## src/source/hk_pkg.sv

```systemverilog
// housekeeping MMIO package
// widths, register offsets, state enums and bus/pad structs
package hk_pkg;

  typedef logic [31:0] word_t;
  typedef logic [3:0]  strb_t;
  typedef logic [15:0] gpio_t;
  typedef logic [7:0]  offset_t;
  typedef logic [31:0] irq_vec_t;
  // 0 = none, 1..3 = first..third candidate pad
  typedef logic [1:0]  irq_src_t;

  typedef enum logic [1:0] {
    PLL_OFF  = 2'd0,
    PLL_PAD8 = 2'd1,
    PLL_PAD9 = 2'd2
  } pll_dest_e;

  typedef enum logic [1:0] {
    TRAP_OFF   = 2'd0,
    TRAP_PAD11 = 2'd1,
    TRAP_PAD12 = 2'd2,
    TRAP_PAD13 = 2'd3
  } trap_dest_e;

  typedef enum logic {
    IDLE = 1'b0,
    ACK  = 1'b1
  } bus_fsm_e;

  // register page layout
  localparam offset_t OFS_GPIO      = 8'h00;
  localparam offset_t OFS_OEB       = 8'h04;
  localparam offset_t OFS_PU        = 8'h08;
  localparam offset_t OFS_PD        = 8'h0c;
  localparam offset_t OFS_CONFIG    = 8'h18;
  localparam offset_t OFS_ENA       = 8'h1c;
  localparam offset_t OFS_PLL       = 8'h20;
  localparam offset_t OFS_MFGR      = 8'h24;
  localparam offset_t OFS_PROD      = 8'h28;
  localparam offset_t OFS_MASK      = 8'h2c;
  localparam offset_t OFS_CLKSEL    = 8'h30;
  localparam offset_t OFS_PLL_DEST  = 8'h38;
  localparam offset_t OFS_TRAP_DEST = 8'h3c;
  localparam offset_t OFS_IRQ7_SRC  = 8'h40;
  localparam offset_t OFS_IRQ8_SRC  = 8'h44;

  typedef struct packed {
    logic  valid;
    word_t addr;
    word_t wdata;
    strb_t wstrb;
  } bus_req_t;

  typedef struct packed {
    logic  ready;
    word_t rdata;
  } bus_rsp_t;

  typedef struct packed {
    gpio_t      gpio;
    gpio_t      oeb;
    gpio_t      pu;
    gpio_t      pd;
    pll_dest_e  pll_dest;
    trap_dest_e trap_dest;
    irq_src_t   irq7_src;
    irq_src_t   irq8_src;
  } ctrl_regs_t;

  typedef struct packed {
    gpio_t out;
    gpio_t outenb;
    gpio_t pullupb;
    gpio_t pulldownb;
  } pad_ctrl_t;

  // read-only values from the housekeeping SPI
  typedef struct packed {
    logic [7:0]  cfg;
    logic        xtal_ena;
    logic        reg_ena;
    logic        pll_cp_ena;
    logic        pll_vco_ena;
    logic        pll_bias_ena;
    logic [3:0]  pll_trim;
    logic [11:0] mfgr_id;
    logic [7:0]  prod_id;
    logic [3:0]  mask_rev;
    logic        clk_ext_sel;
  } strap_t;

endpackage

```

## src/source/hk_bus_fsm.sv

```systemverilog
// bus response FSM for the housekeeping page
// accepts one request, strobes the write, returns registered read data
`timescale 1ns/1ps

module hk_bus_fsm #(
  parameter logic [23:0] PAGE_BASE = 24'h030000
) (
  input  logic             clk_i,
  input  logic             rst_n_i,
  input  hk_pkg::bus_req_t req_i,
  input  hk_pkg::word_t    rd_word_i,
  output hk_pkg::strb_t    reg_we_o,
  output hk_pkg::bus_rsp_t rsp_o
);
  import hk_pkg::*;

  bus_fsm_e state_q;
  logic     page_hit;
  logic     accept;

  assign page_hit = (req_i.addr[31:8] == PAGE_BASE);
  // out-of-page requests stay unanswered
  assign accept   = (state_q == IDLE) && req_i.valid && page_hit;

  assign reg_we_o = accept ? req_i.wstrb : '0;

  always_ff @(posedge clk_i or negedge rst_n_i) begin
    if (!rst_n_i) begin
      state_q     <= IDLE;
      rsp_o.ready <= 1'b0;
      rsp_o.rdata <= '0;
    end else begin
      case (state_q)
        IDLE: begin
          if (accept) begin
            state_q     <= ACK;
            rsp_o.ready <= 1'b1;
            // value before the write lands
            rsp_o.rdata <= rd_word_i;
          end
        end
        ACK: begin
          state_q     <= IDLE;
          rsp_o.ready <= 1'b0;
        end
        default: begin
          state_q     <= IDLE;
          rsp_o.ready <= 1'b0;
        end
      endcase
    end
  end

endmodule

```

## src/source/hk_ctrl_regs.sv

```systemverilog
// writable GPIO, pin routing and irq select registers
// GPIO registers take byte-lane writes on lanes 0 and 1
`timescale 1ns/1ps

module hk_ctrl_regs (
  input  logic               clk_i,
  input  logic               rst_n_i,
  input  hk_pkg::offset_t    offset_i,
  input  hk_pkg::word_t      wdata_i,
  input  hk_pkg::strb_t      we_i,
  output hk_pkg::ctrl_regs_t regs_o
);
  import hk_pkg::*;

  ctrl_regs_t regs_q;

  // merge the enabled low two byte lanes into a 16-bit register
  function automatic gpio_t lane_write(gpio_t cur, word_t wd, strb_t we);
    gpio_t res;
    res = cur;
    if (we[0]) begin
      res[7:0] = wd[7:0];
    end
    if (we[1]) begin
      res[15:8] = wd[15:8];
    end
    return res;
  endfunction

  always_ff @(posedge clk_i or negedge rst_n_i) begin
    if (!rst_n_i) begin
      regs_q.gpio      <= '0;
      regs_q.oeb       <= '1;
      regs_q.pu        <= '0;
      regs_q.pd        <= '0;
      regs_q.pll_dest  <= PLL_OFF;
      regs_q.trap_dest <= TRAP_OFF;
      regs_q.irq7_src  <= '0;
      regs_q.irq8_src  <= '0;
    end else if (we_i != '0) begin
      case (offset_i)
        OFS_GPIO: regs_q.gpio <= lane_write(regs_q.gpio, wdata_i, we_i);
        OFS_OEB:  regs_q.oeb  <= lane_write(regs_q.oeb, wdata_i, we_i);
        OFS_PU:   regs_q.pu   <= lane_write(regs_q.pu, wdata_i, we_i);
        OFS_PD:   regs_q.pd   <= lane_write(regs_q.pd, wdata_i, we_i);
        OFS_PLL_DEST: begin
          if (we_i[0]) begin
            regs_q.pll_dest <= pll_dest_e'(wdata_i[1:0]);
          end
        end
        OFS_TRAP_DEST: begin
          if (we_i[0]) begin
            regs_q.trap_dest <= trap_dest_e'(wdata_i[1:0]);
          end
        end
        OFS_IRQ7_SRC: begin
          if (we_i[0]) begin
            regs_q.irq7_src <= wdata_i[1:0];
          end
        end
        OFS_IRQ8_SRC: begin
          if (we_i[0]) begin
            regs_q.irq8_src <= wdata_i[1:0];
          end
        end
        default: ;
      endcase
    end
  end

  assign regs_o = regs_q;

endmodule

```

## src/source/hk_read_mux.sv

```systemverilog
// read word select for the housekeeping page
`timescale 1ns/1ps

module hk_read_mux (
  input  hk_pkg::offset_t    offset_i,
  input  hk_pkg::ctrl_regs_t regs_i,
  input  hk_pkg::pad_ctrl_t  pad_i,
  input  hk_pkg::gpio_t      gpio_in_i,
  input  hk_pkg::strap_t     strap_i,
  output hk_pkg::word_t      rd_word_o
);
  import hk_pkg::*;

  always_comb begin
    case (offset_i)
      // driven pad values above, sampled inputs below
      OFS_GPIO:   rd_word_o = {pad_i.out, gpio_in_i};
      OFS_OEB:    rd_word_o = {16'd0, regs_i.oeb};
      OFS_PU:     rd_word_o = {16'd0, regs_i.pu};
      OFS_PD:     rd_word_o = {16'd0, regs_i.pd};
      OFS_CONFIG: rd_word_o = {24'd0, strap_i.cfg};
      OFS_ENA:    rd_word_o = {30'd0, strap_i.xtal_ena, strap_i.reg_ena};
      OFS_PLL: begin
        rd_word_o = {
          25'd0,
          strap_i.pll_trim,
          strap_i.pll_cp_ena,
          strap_i.pll_vco_ena,
          strap_i.pll_bias_ena
        };
      end
      OFS_MFGR:      rd_word_o = {20'd0, strap_i.mfgr_id};
      OFS_PROD:      rd_word_o = {24'd0, strap_i.prod_id};
      OFS_MASK:      rd_word_o = {28'd0, strap_i.mask_rev};
      OFS_CLKSEL:    rd_word_o = {31'd0, strap_i.clk_ext_sel};
      OFS_PLL_DEST:  rd_word_o = {30'd0, regs_i.pll_dest};
      OFS_TRAP_DEST: rd_word_o = {30'd0, regs_i.trap_dest};
      OFS_IRQ7_SRC:  rd_word_o = {30'd0, regs_i.irq7_src};
      OFS_IRQ8_SRC:  rd_word_o = {30'd0, regs_i.irq8_src};
      default:       rd_word_o = '0;
    endcase
  end

endmodule

```

## src/source/hk_pad_mux.sv

```systemverilog
// GPIO pad drive with clock and trap routing
// also builds the irq vector from the pins owned here
`timescale 1ns/1ps

module hk_pad_mux (
  input  logic               clk_i,
  input  logic               rst_n_i,
  input  hk_pkg::ctrl_regs_t regs_i,
  input  hk_pkg::gpio_t      gpio_in_i,
  input  logic               trap_i,
  input  logic               irq_pin_i,
  input  logic               irq_spi_i,
  output hk_pkg::pad_ctrl_t  pad_o,
  output hk_pkg::irq_vec_t   irq_o
);
  import hk_pkg::*;

  // pick one of three candidate pads, none when sel is 0
  function automatic logic irq_pick(irq_src_t sel, logic [2:0] cand);
    logic res;
    case (sel)
      2'd1:    res = cand[0];
      2'd2:    res = cand[1];
      2'd3:    res = cand[2];
      default: res = 1'b0;
    endcase
    return res;
  endfunction

  always_comb begin
    pad_o.out       = regs_i.gpio;
    pad_o.outenb    = regs_i.oeb;
    pad_o.pullupb   = regs_i.pu;
    pad_o.pulldownb = regs_i.pd;

    // clock out takes pads 8..10
    if (regs_i.pll_dest != PLL_OFF) begin
      pad_o.outenb[10:8]    = 3'b000;
      pad_o.pullupb[10:8]   = 3'b111;
      pad_o.pulldownb[10:8] = 3'b111;
    end
    if (regs_i.pll_dest == PLL_PAD8) begin
      pad_o.out[8] = clk_i;
    end
    if (regs_i.pll_dest == PLL_PAD9) begin
      pad_o.out[9] = clk_i;
    end

    // trap out takes pads 11..13
    if (regs_i.trap_dest != TRAP_OFF) begin
      pad_o.outenb[13:11]    = 3'b000;
      pad_o.pullupb[13:11]   = 3'b111;
      pad_o.pulldownb[13:11] = 3'b111;
    end
    case (regs_i.trap_dest)
      TRAP_PAD11: pad_o.out[11] = trap_i;
      TRAP_PAD12: pad_o.out[12] = trap_i;
      TRAP_PAD13: pad_o.out[13] = trap_i;
      default: ;
    endcase

    // no pad drives during reset
    if (!rst_n_i) begin
      pad_o.outenb = '1;
    end
  end

  always_comb begin
    irq_o    = '0;
    irq_o[5] = irq_pin_i;
    irq_o[6] = irq_spi_i;
    irq_o[7] = irq_pick(regs_i.irq7_src, gpio_in_i[2:0]);
    irq_o[8] = irq_pick(regs_i.irq8_src, gpio_in_i[5:3]);
  end

endmodule

```

## src/source/hk_mmio_top.sv

```systemverilog
// housekeeping MMIO block top level
// native bus in, GPIO pads and irq vector out
`timescale 1ns/1ps

module hk_mmio_top #(
  parameter logic [23:0] PAGE_BASE = 24'h030000
) (
  input  logic              clk_i,
  input  logic              rst_n_i,
  input  hk_pkg::bus_req_t  req_i,
  output hk_pkg::bus_rsp_t  rsp_o,
  input  hk_pkg::gpio_t     gpio_in_i,
  input  hk_pkg::strap_t    strap_i,
  input  logic              trap_i,
  input  logic              irq_pin_i,
  input  logic              irq_spi_i,
  output hk_pkg::pad_ctrl_t pad_o,
  output hk_pkg::irq_vec_t  irq_o
);
  import hk_pkg::*;

  strb_t      reg_we;
  word_t      rd_word;
  ctrl_regs_t regs;

  hk_bus_fsm #(
    .PAGE_BASE(PAGE_BASE)
  ) u_bus_fsm (
    .clk_i    (clk_i),
    .rst_n_i  (rst_n_i),
    .req_i    (req_i),
    .rd_word_i(rd_word),
    .reg_we_o (reg_we),
    .rsp_o    (rsp_o)
  );

  hk_ctrl_regs u_ctrl_regs (
    .clk_i   (clk_i),
    .rst_n_i (rst_n_i),
    .offset_i(req_i.addr[7:0]),
    .wdata_i (req_i.wdata),
    .we_i    (reg_we),
    .regs_o  (regs)
  );

  // GPIO reads see the pads as driven
  hk_read_mux u_read_mux (
    .offset_i (req_i.addr[7:0]),
    .regs_i   (regs),
    .pad_i    (pad_o),
    .gpio_in_i(gpio_in_i),
    .strap_i  (strap_i),
    .rd_word_o(rd_word)
  );

  hk_pad_mux u_pad_mux (
    .clk_i    (clk_i),
    .rst_n_i  (rst_n_i),
    .regs_i   (regs),
    .gpio_in_i(gpio_in_i),
    .trap_i   (trap_i),
    .irq_pin_i(irq_pin_i),
    .irq_spi_i(irq_spi_i),
    .pad_o    (pad_o),
    .irq_o    (irq_o)
  );

endmodule

```

## config.mk

```make
export PLATFORM = sky130hd
export DESIGN_NAME = hk_mmio_top
export DESIGN_NICKNAME = d
export VERILOG_FILES = /design/src/source/hk_pkg.sv /design/src/source/hk_bus_fsm.sv /design/src/source/hk_ctrl_regs.sv /design/src/source/hk_read_mux.sv /design/src/source/hk_pad_mux.sv /design/src/source/hk_mmio_top.sv
export SDC_FILE = /design/constraint.sdc
export NUM_CORES = 1
export LEC_CHECK = 0
export ABC_AREA = 1
export BUFFER_PORTS_ARGS = -buffer_cell sky130_fd_sc_hd__buf_2
export CORE_ASPECT_RATIO = 1.4
export CORE_UTILIZATION = 49
export DETAILED_ROUTE_END_ITERATION = 8
export PLACE_DENSITY = 0.8
export SLEW_MARGIN = 20
export SYNTH_ARGS = -nofsm -noshare
export SYNTH_HDL_FRONTEND = slang
export SYNTH_HIERARCHICAL = 1
export SYNTH_SLANG_ARGS = --single-unit
```

## constraint.sdc

```tcl
create_clock -name clk_i -period 3.3 [get_ports clk_i]
set_input_delay 0.66 -clock clk_i [delete_from_list [all_inputs] [get_ports clk_i]]
set_output_delay 0.66 -clock clk_i [all_outputs]
set_load 0.03 [all_outputs]
```

==> results.toml <==
[outcome]
outcome = "finished, final reports clean"

[critical_path]
reg2reg_depth = 11
r2r_end = "u_ctrl_regs/regs_o[3]"
reg2reg_setup_slack_ns = 1.26
required_ns = 2.64
critPathMaxFanout = 2
crit_arrival_ns = 2.60
critical_path_class = "clock port to output pin"
end_kind = "output pin"
cp-start-kind = "clock port"
reg2reg_from = "u_bus_fsm/state_q"

[global_route]
antenna_found_initial = 0
grt_usage_pct = 29.66
grt_overflow_total = 0
grt_pass1_wl_um = 31600
grt_pass1_vias = 6341
grt_max_degree = 50

[floorplan]
initial_utilization_pct = 49.92
die_y_um = 142.5
fp.dieArea_sq_um = 14590
die-width_um = 102.4
rows = 51
boundaryPins = 261
core-area_sq_um = 13850

[routing]
wl_met3_um = 1657
wl_per_cell_um = 15.34
drc_errors = 0
wirelength_met1_um = 7741
drt_iter0_markers = 512
top_layer = "met4"
routed_wl_um = 20840
final_antenna_net_count = 0
dr.pass1.iters = 8
vias = 6782
met2WireLength_um = 10610
vias_per_cell = 4.994

[final_layout]
n_fill_cell = 1294
drive_gt1_share_pct = 27.54
postLayoutCoreUtil_pct = 60.90
nets = 1299
area_growth_pct = 21.99
multi_input_area_sq_um = 3322
fin_cells = 1358
antenna_cells = 0
seq_area_sq_um = 2673
fin_area_sq_um = 8433

[sta]
finalSetupViolCount = 0
finClkSkew_ns = 0.008646
whs_ns = 0.1307
setup_ws_ns = 0.04396
grt_setup_unrepaired = "false"
setup_tns_ns = 0
maxSlewHeadroom_pct = 44.39
drv_slew = 0
final_hold_viol_count = 0
worstMarginPinSlew_ns = 0.8311

[yosys]
syn_area_sq_um = 6913
yosysWarnings = 6
netlist_instances = 980
avgSynthCellArea_sq_um = 7.054

[placement]
detailed_place_hpwl_um = 15230
placed_cell_area_sq_um = 7712
dp.cells = 1326
port_buffers = 210
gp_congestion = 0.9259
preCtsSetupSlack_ns = 0.7064

[power]
ir_drop_v = 0.0003232
power.total_mw = 3.165
p_leak_nw = 5.031
powerDensity_nw_per_um2 = 375.3

[clock_tree]
cts_tree = "built"
clk_pin_slew_ns = 0.08
clk_latency_ns = 0.46

[worst_hold_path]
hold_class = "input pin to async pin"

[job]
cap_violations = 0
==> how the worst max path moves through the flow <==
stage	startpoint	to	slack, ns	cells after the start
after global routing	clk_i	pad_o[56]	0.02	8
final	clk_i	pad_o[56]	0.04	8
after global placement	clk_i	pad_o[56]	0.71	3
after detailed placement	clk_i	pad_o[56]	0.71	3
after CTS	clk_i	pad_o[56]	0.04	8
after floorplan	clk_i	pad_o[56]	0.73	2
==> worst max-delay path, stage by stage <==
cell and delay (ns):
clkbuf_16 0.12, clkbuf_16 0.13, clkbuf_16 0.14, clkbuf_16 0.14, nand3_4 0.09, nand2_4 0.06, clkbuf_16 0.14, buf_8 0.12
==> power breakdown <==
group,switching [mW],total (mW),internal (mW)
Combinational,0.195,0.271,0.0759
Clock,0.601,1.60,0.994
Sequential,0.0000000266,1.30,1.30
Total,0.796,3.16,2.37
==> sequential cells by signal, summed over array words and instances, names as in the netlist <==
name and count:
u_bus_fsm/state_q 1, u_ctrl_regs/regs_o 72, u_bus_fsm/rsp_o 33
==> cells in the final DEF (no fill, tap or decap) <==
cell type / instances
buf_2: 207
clkbuf_16: 22
clkinv_8: 1
or2_1: 6
conb_1: 28
nand3_1: 89
inv_2: 7
nor2_8: 7
inv_6: 2
buf_6: 1
clkinv_4: 1
nor2_1: 59
nand3b_1: 6
o21bai_1: 8
buf_4: 12
dfstp_2: 16
nor2_2: 2
buf_8: 1
o2bb2ai_1: 2
clkinvlp_4: 1
clkbuf_1: 1
nand3_2: 2
o21ai_0: 9
bufinv_16: 2
nand3_4: 6
nand4_1: 4
nand2_1: 448
nand2_2: 7
a21oi_1: 1
inv_1: 97
nor2_4: 17
dfrtp_1: 90
nand2_4: 8
o21ai_1: 2
nand2_8: 1
==> metal layers <==
metal	track usage, %	vias up
met5	0	-
met4	19.40	0
met3	7.171	70
met2	49.70	337
met1	33.07	3110
li1	-	3265
==> final cells by class <==
class | instances | area share, %
Clock buffer | 27 | 7.062
Tap cell | 185 | 2.745
Multi-Input combinational cell | 712 | 39.39
Clock inverter | 9 | 1.395
Sequential cell | 106 | 31.69
Timing Repair Buffer | 217 | 13.18
Inverter | 102 | 4.540
==> timing repair <==
item / CTS / global route
endpoints found under the setup margin: 2 / 0
gates resized for setup: 11 / 0
buffers inserted: 2 / 0
hold endpoints to repair: 0 / 0
hold buffers: 0 / 0
Power figures use the tool's default switching activity.
